$ cat config.mk
export PLATFORM = sky130hd
export DESIGN_NAME = iommu_regs_top
export DESIGN_NICKNAME = d
export VERILOG_FILES = /design/src/logic/iommu_field_pkg.sv /design/src/logic/iommu_reg_if.sv /design/src/logic/iommu_field_arb.sv /design/src/logic/iommu_field_reg.sv /design/src/logic/iommu_reg_block.sv /design/src/logic/iommu_event_unit.sv /design/src/logic/iommu_regs_top.sv
export VERILOG_INCLUDE_DIRS = /design/src /design/src/logic
export SDC_FILE = /design/constraint.sdc
export NUM_CORES = 1
export LEC_CHECK = 0
export BUFFER_PORTS_ARGS = -buffer_cell sky130_fd_sc_hd__buf_4
export CAP_MARGIN = 10
export CORE_MARGIN = 10
export CORE_UTILIZATION = 55
export DETAILED_ROUTE_END_ITERATION = 10
export HOLD_SLACK_MARGIN = 0.12
export PLACE_DENSITY = 0.73
export SLEW_MARGIN = 5
export SYNTH_ARGS = -nofsm -noshare
export SYNTH_HDL_FRONTEND = slang
export SYNTH_HIERARCHICAL = 1
export SYNTH_SLANG_ARGS = --single-unit
$ cat constraint.sdc
create_clock -name clk -period 3 [get_ports clk]
set_input_delay 0.3 -clock clk [delete_from_list [all_inputs] [get_ports clk]]
set_output_delay 0.3 -clock clk [all_outputs]
set_load 0.02 [all_outputs]
$ cat src/logic/iommu_regs_settings.svh
// Shared widths and register offsets of the IOMMU register slice; include it in every file that needs them.
`ifndef IOMMU_REGS_SETTINGS_SVH
`define IOMMU_REGS_SETTINGS_SVH

// Width of one register word on the software port.
`define IOMMU_DW 32

// Width of the register offset; offsets are byte addresses of 32-bit words.
`define IOMMU_AW 8

// Number of independent fault sources reported by the translation logic.
`define IOMMU_NSRC 4

// Width of the saturating fault counter inside FCNT.
`define IOMMU_CNTW 16

// Register offsets.
`define IOMMU_OFS_CTRL    8'h00
`define IOMMU_OFS_FSTAT   8'h04
`define IOMMU_OFS_IPEND   8'h08
`define IOMMU_OFS_FCNT    8'h0C
`define IOMMU_OFS_STATUS  8'h10
`define IOMMU_OFS_CMDDONE 8'h14

`endif

$ cat src/logic/iommu_field_pkg.sv
// Field access types and the control word layout; import it wherever these types are needed.
`include "iommu_regs_settings.svh"

package iommu_field_pkg;

    // Software access type of one register field.
    // WO is kept for completeness even though no register here uses it.
    // HRO means software cannot touch the field at all, only hardware.
    typedef enum logic [2:0] {
        SwAccessRW  = 3'd0,
        SwAccessRO  = 3'd1,
        SwAccessWO  = 3'd2,
        SwAccessW1S = 3'd3,
        SwAccessW1C = 3'd4,
        SwAccessW0C = 3'd5,
        SwAccessRC  = 3'd6,
        SwAccessHRO = 3'd7
    } sw_access_e;

    // Named bits of the CTRL register.
    // The enable bit gates every interrupt source.
    // The three enables below it select which pending bits may raise irq.
    typedef struct packed {
        logic [`IOMMU_DW-5:0] reserved;
        logic                 pending_ie;
        logic                 cmd_ie;
        logic                 fault_ie;
        logic                 enable;
    } ctrl_bits_t;

    // The CTRL word is stored and read back as a plain word.
    // The event logic looks at the same word through its named bits.
    typedef union packed {
        logic [`IOMMU_DW-1:0] raw;
        ctrl_bits_t           bits;
    } ctrl_reg_u;

endpackage

$ cat src/logic/iommu_reg_if.sv
// Link between the register block and the event unit; the block owns field values, the unit owns updates.
`timescale 1ns/10ps
`include "iommu_regs_settings.svh"

interface iommu_reg_if
    import iommu_field_pkg::*;
(
    input logic clk,
    input logic arst_n
);

    // Current field values, driven by the register block.
    ctrl_reg_u            ctrl;
    logic [`IOMMU_DW-1:0] fstat;
    logic [`IOMMU_DW-1:0] ipend;
    logic [`IOMMU_DW-1:0] fcnt;
    logic [`IOMMU_DW-1:0] cmddone;

    // Hardware update strobes and next values, driven by the event unit.
    logic                 ctrl_de;
    ctrl_reg_u            ctrl_d;
    logic                 fstat_de;
    logic [`IOMMU_DW-1:0] fstat_d;
    logic                 ipend_de;
    logic [`IOMMU_DW-1:0] ipend_d;
    logic                 fcnt_de;
    logic [`IOMMU_DW-1:0] fcnt_d;
    logic                 status_de;
    logic [`IOMMU_DW-1:0] status_d;
    logic                 cmddone_de;
    logic [`IOMMU_DW-1:0] cmddone_d;

    modport regs (
        output ctrl, fstat, ipend, fcnt, cmddone,
        input  ctrl_de, ctrl_d, fstat_de, fstat_d, ipend_de, ipend_d,
        input  fcnt_de, fcnt_d, status_de, status_d, cmddone_de, cmddone_d
    );

    // The event unit also gets the clock, only to check its inputs.
    modport events (
        input  clk, arst_n,
        input  ctrl, fstat, ipend, fcnt, cmddone,
        output ctrl_de, ctrl_d, fstat_de, fstat_d, ipend_de, ipend_d,
        output fcnt_de, fcnt_d, status_de, status_d, cmddone_de, cmddone_d
    );

endinterface

$ cat src/logic/iommu_field_arb.sv
// Write arbiter of one register field; merges the software and hardware requests by access type.
`timescale 1ns/10ps
`include "iommu_regs_settings.svh"

module iommu_field_arb
    import iommu_field_pkg::*;
#(
    parameter int         DW       = `IOMMU_DW,
    parameter sw_access_e SwAccess = SwAccessRW
) (
    // Software request. For RC fields this is the read strobe, not a write.
    input  logic          we,
    input  logic [DW-1:0] wd,
    // Hardware request.
    input  logic          de,
    input  logic [DW-1:0] d,
    // Current field value, needed by the masking access types.
    input  logic [DW-1:0] q,
    // Resulting write to the field flops.
    output logic          wr_en,
    output logic [DW-1:0] wr_data
);

    if (SwAccess inside {SwAccessRW, SwAccessWO}) begin : gen_rw
        // Plain write access.
        // Software takes priority when both sides write in the same cycle.
        assign wr_en   = we | de;
        assign wr_data = we ? wd : d;
    end else if (SwAccess == SwAccessRO) begin : gen_ro
        // Software only reads, so only hardware loads the field.
        assign wr_en   = de;
        assign wr_data = d;
    end else if (SwAccess == SwAccessW1S) begin : gen_w1s
        // Ones written by software are ORed into the hardware value.
        // When hardware is idle they go into the current value instead.
        assign wr_en   = we | de;
        assign wr_data = (de ? d : q) | (we ? wd : '0);
    end else if (SwAccess == SwAccessW1C) begin : gen_w1c
        // Ones written by software clear bits.
        // A hardware set on the same bit in the same cycle is lost.
        assign wr_en   = we | de;
        assign wr_data = (de ? d : q) & (we ? ~wd : '1);
    end else if (SwAccess == SwAccessW0C) begin : gen_w0c
        // Zeros written by software clear bits; ones leave them alone.
        assign wr_en   = we | de;
        assign wr_data = (de ? d : q) & (we ? wd : '1);
    end else if (SwAccess == SwAccessRC) begin : gen_rc
        // A read clears the whole field.
        // An increment that lands in the same cycle is dropped.
        assign wr_en   = we | de;
        assign wr_data = (de ? d : q) & (we ? '0 : '1);
    end else begin : gen_hro
        // Hardware-only field, invisible to software writes.
        assign wr_en   = de;
        assign wr_data = d;
    end

endmodule

$ cat src/logic/iommu_field_reg.sv
// One register field, an arbiter in front of its flops; instantiate one per field of the register block.
`timescale 1ns/10ps
`include "iommu_regs_settings.svh"

module iommu_field_reg
    import iommu_field_pkg::*;
#(
    parameter int            DW       = `IOMMU_DW,
    parameter sw_access_e    SwAccess = SwAccessRW,
    parameter logic [DW-1:0] ResetVal = '0
) (
    input  logic          clk,
    input  logic          arst_n,
    input  logic          we,
    input  logic [DW-1:0] wd,
    input  logic          de,
    input  logic [DW-1:0] d,
    output logic [DW-1:0] q
);

    logic          wr_en;
    logic [DW-1:0] wr_data;

    // The arbiter decides whether and what to write this cycle.
    iommu_field_arb #(
        .DW       (DW),
        .SwAccess (SwAccess)
    ) u_field_arb (
        .we      (we),
        .wd      (wd),
        .de      (de),
        .d       (d),
        .q       (q),
        .wr_en   (wr_en),
        .wr_data (wr_data)
    );

    // Field storage; it holds its value until the arbiter enables a write.
    always_ff @(posedge clk or negedge arst_n) begin
        if (!arst_n) begin
            q <= ResetVal;
        end else if (wr_en) begin
            q <= wr_data;
        end
    end

    // The register block must never route a software strobe to a read-only field.
    if (SwAccess inside {SwAccessRO, SwAccessHRO}) begin : gen_ro_check
        a_ro_no_we : assert property (@(posedge clk) disable iff (!arst_n) !we)
            else $error("software strobe reached a read-only field");
    end

endmodule

$ cat src/logic/iommu_reg_block.sv
// Software-visible register block; decodes the register port and holds all six fields.
`timescale 1ns/10ps
`include "iommu_regs_settings.svh"

module iommu_reg_block
    import iommu_field_pkg::*;
(
    input  logic                 clk,
    input  logic                 arst_n,
    input  logic                 wr,
    input  logic                 rd,
    input  logic [`IOMMU_AW-1:0] addr,
    input  logic [`IOMMU_DW-1:0] wdata,
    output logic [`IOMMU_DW-1:0] rdata,
    iommu_reg_if.regs            regs
);

    // Per-field software strobes.
    logic wr_ctrl;
    logic wr_fstat;
    logic wr_ipend;
    logic wr_cmddone;
    logic rd_fcnt;

    // Local copies of the field values, used by the read-back mux.
    logic [`IOMMU_DW-1:0] ctrl_q;
    logic [`IOMMU_DW-1:0] fstat_q;
    logic [`IOMMU_DW-1:0] ipend_q;
    logic [`IOMMU_DW-1:0] fcnt_q;
    logic [`IOMMU_DW-1:0] status_q;
    logic [`IOMMU_DW-1:0] cmddone_q;

    assign wr_ctrl    = wr && (addr == `IOMMU_OFS_CTRL);
    assign wr_fstat   = wr && (addr == `IOMMU_OFS_FSTAT);
    assign wr_ipend   = wr && (addr == `IOMMU_OFS_IPEND);
    assign wr_cmddone = wr && (addr == `IOMMU_OFS_CMDDONE);
    // FCNT clears on read, so its strobe comes from the read side.
    assign rd_fcnt    = rd && (addr == `IOMMU_OFS_FCNT);

    iommu_field_reg #(.SwAccess(SwAccessRW)) u_ctrl (
        .clk (clk), .arst_n (arst_n),
        .we  (wr_ctrl), .wd (wdata),
        .de  (regs.ctrl_de), .d (regs.ctrl_d.raw),
        .q   (ctrl_q)
    );

    iommu_field_reg #(.SwAccess(SwAccessW1C)) u_fstat (
        .clk (clk), .arst_n (arst_n),
        .we  (wr_fstat), .wd (wdata),
        .de  (regs.fstat_de), .d (regs.fstat_d),
        .q   (fstat_q)
    );

    iommu_field_reg #(.SwAccess(SwAccessW1S)) u_ipend (
        .clk (clk), .arst_n (arst_n),
        .we  (wr_ipend), .wd (wdata),
        .de  (regs.ipend_de), .d (regs.ipend_d),
        .q   (ipend_q)
    );

    iommu_field_reg #(.SwAccess(SwAccessRC)) u_fcnt (
        .clk (clk), .arst_n (arst_n),
        .we  (rd_fcnt), .wd (wdata),
        .de  (regs.fcnt_de), .d (regs.fcnt_d),
        .q   (fcnt_q)
    );

    // STATUS is read-only; writes to its offset are ignored.
    iommu_field_reg #(.SwAccess(SwAccessRO)) u_status (
        .clk (clk), .arst_n (arst_n),
        .we  (1'b0), .wd (wdata),
        .de  (regs.status_de), .d (regs.status_d),
        .q   (status_q)
    );

    iommu_field_reg #(.SwAccess(SwAccessW0C)) u_cmddone (
        .clk (clk), .arst_n (arst_n),
        .we  (wr_cmddone), .wd (wdata),
        .de  (regs.cmddone_de), .d (regs.cmddone_d),
        .q   (cmddone_q)
    );

    // Field values go out to the event unit.
    assign regs.ctrl.raw = ctrl_q;
    assign regs.fstat    = fstat_q;
    assign regs.ipend    = ipend_q;
    assign regs.fcnt     = fcnt_q;
    assign regs.cmddone  = cmddone_q;

    // Registered read-back; rdata keeps the last result until the next read.
    // FCNT returns its value from before the clear that happens at this edge.
    always_ff @(posedge clk or negedge arst_n) begin
        if (!arst_n) begin
            rdata <= '0;
        end else if (rd) begin
            case (addr)
                `IOMMU_OFS_CTRL:    rdata <= ctrl_q;
                `IOMMU_OFS_FSTAT:   rdata <= fstat_q;
                `IOMMU_OFS_IPEND:   rdata <= ipend_q;
                `IOMMU_OFS_FCNT:    rdata <= fcnt_q;
                `IOMMU_OFS_STATUS:  rdata <= status_q;
                `IOMMU_OFS_CMDDONE: rdata <= cmddone_q;
                default:            rdata <= '0;
            endcase
        end
    end

    // The port has no arbitration, so a write and a read never share a cycle.
    a_no_wr_rd : assert property (@(posedge clk) disable iff (!arst_n) !(wr && rd))
        else $error("write and read strobes high together");

    // Every access targets a whole word.
    a_aligned : assert property (@(posedge clk) disable iff (!arst_n)
        (wr || rd) |-> (addr[1:0] == 2'b00))
        else $error("unaligned register access");

endmodule

$ cat src/logic/iommu_event_unit.sv
// Event logic behind the registers; turns fault and command pulses into field updates and irq.
`timescale 1ns/10ps
`include "iommu_regs_settings.svh"

module iommu_event_unit (
    input  logic [`IOMMU_NSRC-1:0] fault,
    input  logic                   fatal,
    input  logic                   cmd_done,
    input  logic                   irq_ack,
    output logic                   irq,
    iommu_reg_if.events            events
);

    logic                   any_fault;
    logic [`IOMMU_CNTW-1:0] cnt;
    logic [3:0]             irq_mask;

    assign any_fault = |fault;
    assign cnt       = events.fcnt[`IOMMU_CNTW-1:0];

    // A fatal fault drops the global enable; the other CTRL bits keep their value.
    assign events.ctrl_de = fatal;
    always_comb begin
        events.ctrl_d             = events.ctrl;
        events.ctrl_d.bits.enable = 1'b0;
    end

    // New fault bits are added to FSTAT, and the fault counter saturates.
    assign events.fstat_de = any_fault;
    assign events.fcnt_de  = any_fault;
    always_comb begin
        events.fstat_d                      = events.fstat;
        events.fstat_d[`IOMMU_NSRC-1:0]     = events.fstat[`IOMMU_NSRC-1:0] | fault;
        events.fcnt_d                       = '0;
        events.fcnt_d[`IOMMU_CNTW-1:0]      = (&cnt) ? cnt : cnt + 1'b1;
    end

    // STATUS holds the lowest faulting index in bits 7:0 and a valid flag in the top bit.
    // The loop runs downwards so the lowest index is the last one to win.
    assign events.status_de = any_fault;
    always_comb begin
        events.status_d = '0;
        for (int i = `IOMMU_NSRC - 1; i >= 0; i--) begin
            if (fault[i]) begin
                events.status_d[7:0] = 8'(i);
            end
        end
        events.status_d[`IOMMU_DW-1] = 1'b1;
    end

    // Command completion is sticky until software writes a zero.
    assign events.cmddone_de = cmd_done;
    assign events.cmddone_d  = events.cmddone | `IOMMU_DW'(1);

    // Bit 0 of IPEND marks a fault and bit 1 marks a command completion.
    // An acknowledge wipes old pending bits, but events of the same cycle still land.
    assign events.ipend_de = any_fault | cmd_done | irq_ack;
    assign events.ipend_d  = (irq_ack ? '0 : events.ipend) | {cmd_done, any_fault};

    // Bits 2 and 3 are only ever set by software and share one enable.
    assign irq_mask = {events.ctrl.bits.pending_ie, events.ctrl.bits.pending_ie,
                       events.ctrl.bits.cmd_ie, events.ctrl.bits.fault_ie};
    assign irq      = events.ctrl.bits.enable & (|(events.ipend[3:0] & irq_mask));

    // The translation logic only flags fatal on a cycle that carries a fault.
    a_fatal_with_fault : assert property (@(posedge events.clk)
        disable iff (!events.arst_n) fatal |-> any_fault)
        else $error("fatal raised without a fault");

endmodule

$ cat src/logic/iommu_regs_top.sv
// Top level of the IOMMU register slice; exposes the register port and event pins as plain ports.
`timescale 1ns/10ps
`include "iommu_regs_settings.svh"

module iommu_regs_top (
    input  logic                   clk,
    input  logic                   arst_n,
    // Software register port.
    input  logic                   wr,
    input  logic                   rd,
    input  logic [`IOMMU_AW-1:0]   addr,
    input  logic [`IOMMU_DW-1:0]   wdata,
    output logic [`IOMMU_DW-1:0]   rdata,
    // Events from the translation logic.
    input  logic [`IOMMU_NSRC-1:0] fault,
    input  logic                   fatal,
    input  logic                   cmd_done,
    input  logic                   irq_ack,
    output logic                   irq
);

    // Field values and hardware updates travel between the two blocks here.
    iommu_reg_if u_reg_if (
        .clk    (clk),
        .arst_n (arst_n)
    );

    // Register block with its six fields and the read-back path.
    iommu_reg_block u_reg_block (
        .clk    (clk),
        .arst_n (arst_n),
        .wr     (wr),
        .rd     (rd),
        .addr   (addr),
        .wdata  (wdata),
        .rdata  (rdata),
        .regs   (u_reg_if.regs)
    );

    // Event logic; it has no state of its own.
    iommu_event_unit u_event_unit (
        .fault    (fault),
        .fatal    (fatal),
        .cmd_done (cmd_done),
        .irq_ack  (irq_ack),
        .irq      (irq),
        .events   (u_reg_if.events)
    );

endmodule

==> reports/results.ini <==
[run_status]
status=complete, no violations

[floorplanning]
die_w_um=190
rows=62
pin_count=84
coreArea_um2=28600
die_area_um2=36100
fp.dieH_um=190
start_util_pct=55.5

[final_layout]
n_antenna_cell=0
final_layout_size_suffix_gt1_share_pct=35.8
multi_input_area_um2=7840
nets=1342
regArea_um2=5610
finalCoreUtilization_pct=56.6
fin_cells=1694
nFillCells=2361
layout-area-overhead-vs-synth_pct=2.11

[power_and_ir_drop]
p_per_area_nw_per_um2=484
p_leak_nw=8.25
report.power.total_mw=7.85
ir_drop_uv=408

[drt]
routed_via_density=5.67
post-route-drc-count=0
via_count=9598
wire_per_inst_um=21.3
routed_wl_um=36000
ant_nets=0
first_pass_iters=5
drtIter0Drc=592

[sta]
fmax_ghz=0.399
timing.setup.tns_ps=0
worstMarginPinSlew_ps=641
post-route-period-util_pct=83.6
finalClockSkew_ps=15.7
worst_slew_margin_rel_pct=56.9
fin_crit_ps=2510
final_max_slew_viol_count=0
rsz0062_at_grt=false
hold_viol=0
setup_violations=0
fin_ws_ps=491

[place]
gp_congestion=0.795
dp_hpwl_um=23200
dp_cells=1644
dpl_worst_slack_ps=470
port_buffers=83

[cts]
cts_tree=yes
numCtsBuffers=27
path_clk_slew_ps=60
post_cts_resize_count=0
cts_setup_buffers=0
clockRootBuffer=clkbuf_16
cts_htree_levels=1
cts_buffer_depth=3
clock_sink_count=224
insertion_delay_ps=550

[min_path]
min_from=wdata[23]
hp-class=in2reg

[global_routing]
grt_pass1_wl_um=57400
grt_pass1_vias=10100
antenna_found_initial=0
grt.total_usage_pct=19.7
overflow=0
grt_max_degree=98

[yosys]
syn_area_um2=15900
ys_warn_count=6
avgSynthCellArea_um2=11.7
syn_inst=1359

[worst_setup_path]
worstSetupStartpointType=flop
path_class=reg2reg
crit_arrival_ps=2930
r2r-start=u_reg_block/u_fcnt/q[0]$_DFFE_PN0P_
startpoint=u_reg_block/u_fcnt/q[0]$_DFFE_PN0P_
crit_path_end_kind=flop
worstPathRequired_ps=3420
path_max_fanout=9

[flow_run]
cap_viol_max_count=0

[layout make-up]
class	count	share of cell area, %
inverters	82	1.90
multi-input cells	832	48.4
repair buffers	123	6.53
clock buffers	41	5.23
flip-flops and latches	224	34.6
clock inverters	8	0.448
well taps	384	2.96
[per-stage QoR]
step | instance area [um^2] | hold slack, ps
2_1_floorplan | 16000 | 4.41
3_3_place_gp | 15300 | 276
3_5_place_dp | 15300 | 267
4_1_cts | 16200 | 132
5_1_grt | 16200 | 145
6_report | 16200 | 149
[critical path, stage by stage, from the launching register on]
cell and delay (ps):
dfrtp_1 480, ha_1 250, nand3_1 220, nor4_4 610
nor3b_1 140, xor2_1 180, mux2i_1 180, nor2_1 60
mux2_4 260
[flip-flops by register name, indices dropped and copies added, names as in the netlist]
name / cells
u_reg_block/u_status/q: 32
u_reg_block/rdata: 32
u_reg_block/u_fcnt/q: 32
u_reg_block/u_ctrl/q: 32
u_reg_block/u_ipend/q: 32
u_reg_block/u_fstat/q: 32
u_reg_block/u_cmddone/q: 32
[per-layer routing]
layer | part of all wire, % | wire [um] | global-route usage, % | up-vias
li1 | - | - | - | 4406
met1 | 44 | 15800 | 26.0 | 4908
met2 | 49 | 17800 | 33.0 | 228
met3 | 4.4 | 1580 | 2.71 | 56
met4 | 2.5 | 893 | 5.98 | 0
met5 | 0 | 0 | 0 | -
[path summary, 6_finish.rpt]
path	end	slack, ps	depth (start not counted)
worst min-delay path	u_reg_block/u_ctrl/q[23]$_DFFE_PN0P_	150	3
worst max register to register	u_reg_block/u_fcnt/q[5]$_DFFE_PN0P_	490	8
worst min register to register	u_reg_block/u_status/q[15]$_DFFE_PN0P_	510	1
max in group asynchronous	u_reg_block/u_ipend/q[29]$_DFFE_PN0P_	1790	3
min in group asynchronous	u_reg_block/u_status/q[14]$_DFFE_PN0P_	280	2
worst max-delay path	u_reg_block/u_fcnt/q[5]$_DFFE_PN0P_	490	8
[power by group]
part | leakage [nW] | internal [mW] | switching (mW)
sequential | 2.95 | 3.18 | 0.202
combinational | 4.84 | 0.608 | 0.529
clock | 0.464 | 2.02 | 1.31
[what timing repair did]
item / CTS / global route
hold buffers: 1 / 0
hold endpoints to repair: 57 / 0
endpoints found under the setup margin: 0 / 0
[placed cells by master, fill, tap and decap left out, types with 4 or more instances in the layout]
cell type,count
a21oi_1,78
a21oi_2,4
a22oi_1,48
buf_12,10
buf_4,111
clkbuf_16,27
clkbuf_8,12
clkinv_2,5
conb_1,48
dfrtp_1,224
inv_1,82
mux2_2,35
mux2_4,210
mux2i_1,144
mux4_2,15
nand2_1,23
nand3_1,6
nand4_1,4
nor2_1,56
nor2_2,4
nor2b_1,31
nor3_1,5
o21ai_0,4
o21ai_1,30
o221ai_1,6
o221ai_2,10
o22ai_1,16
or2_2,10
xnor2_1,5
xor2_1,4
Power figures use the tool's default switching activity.
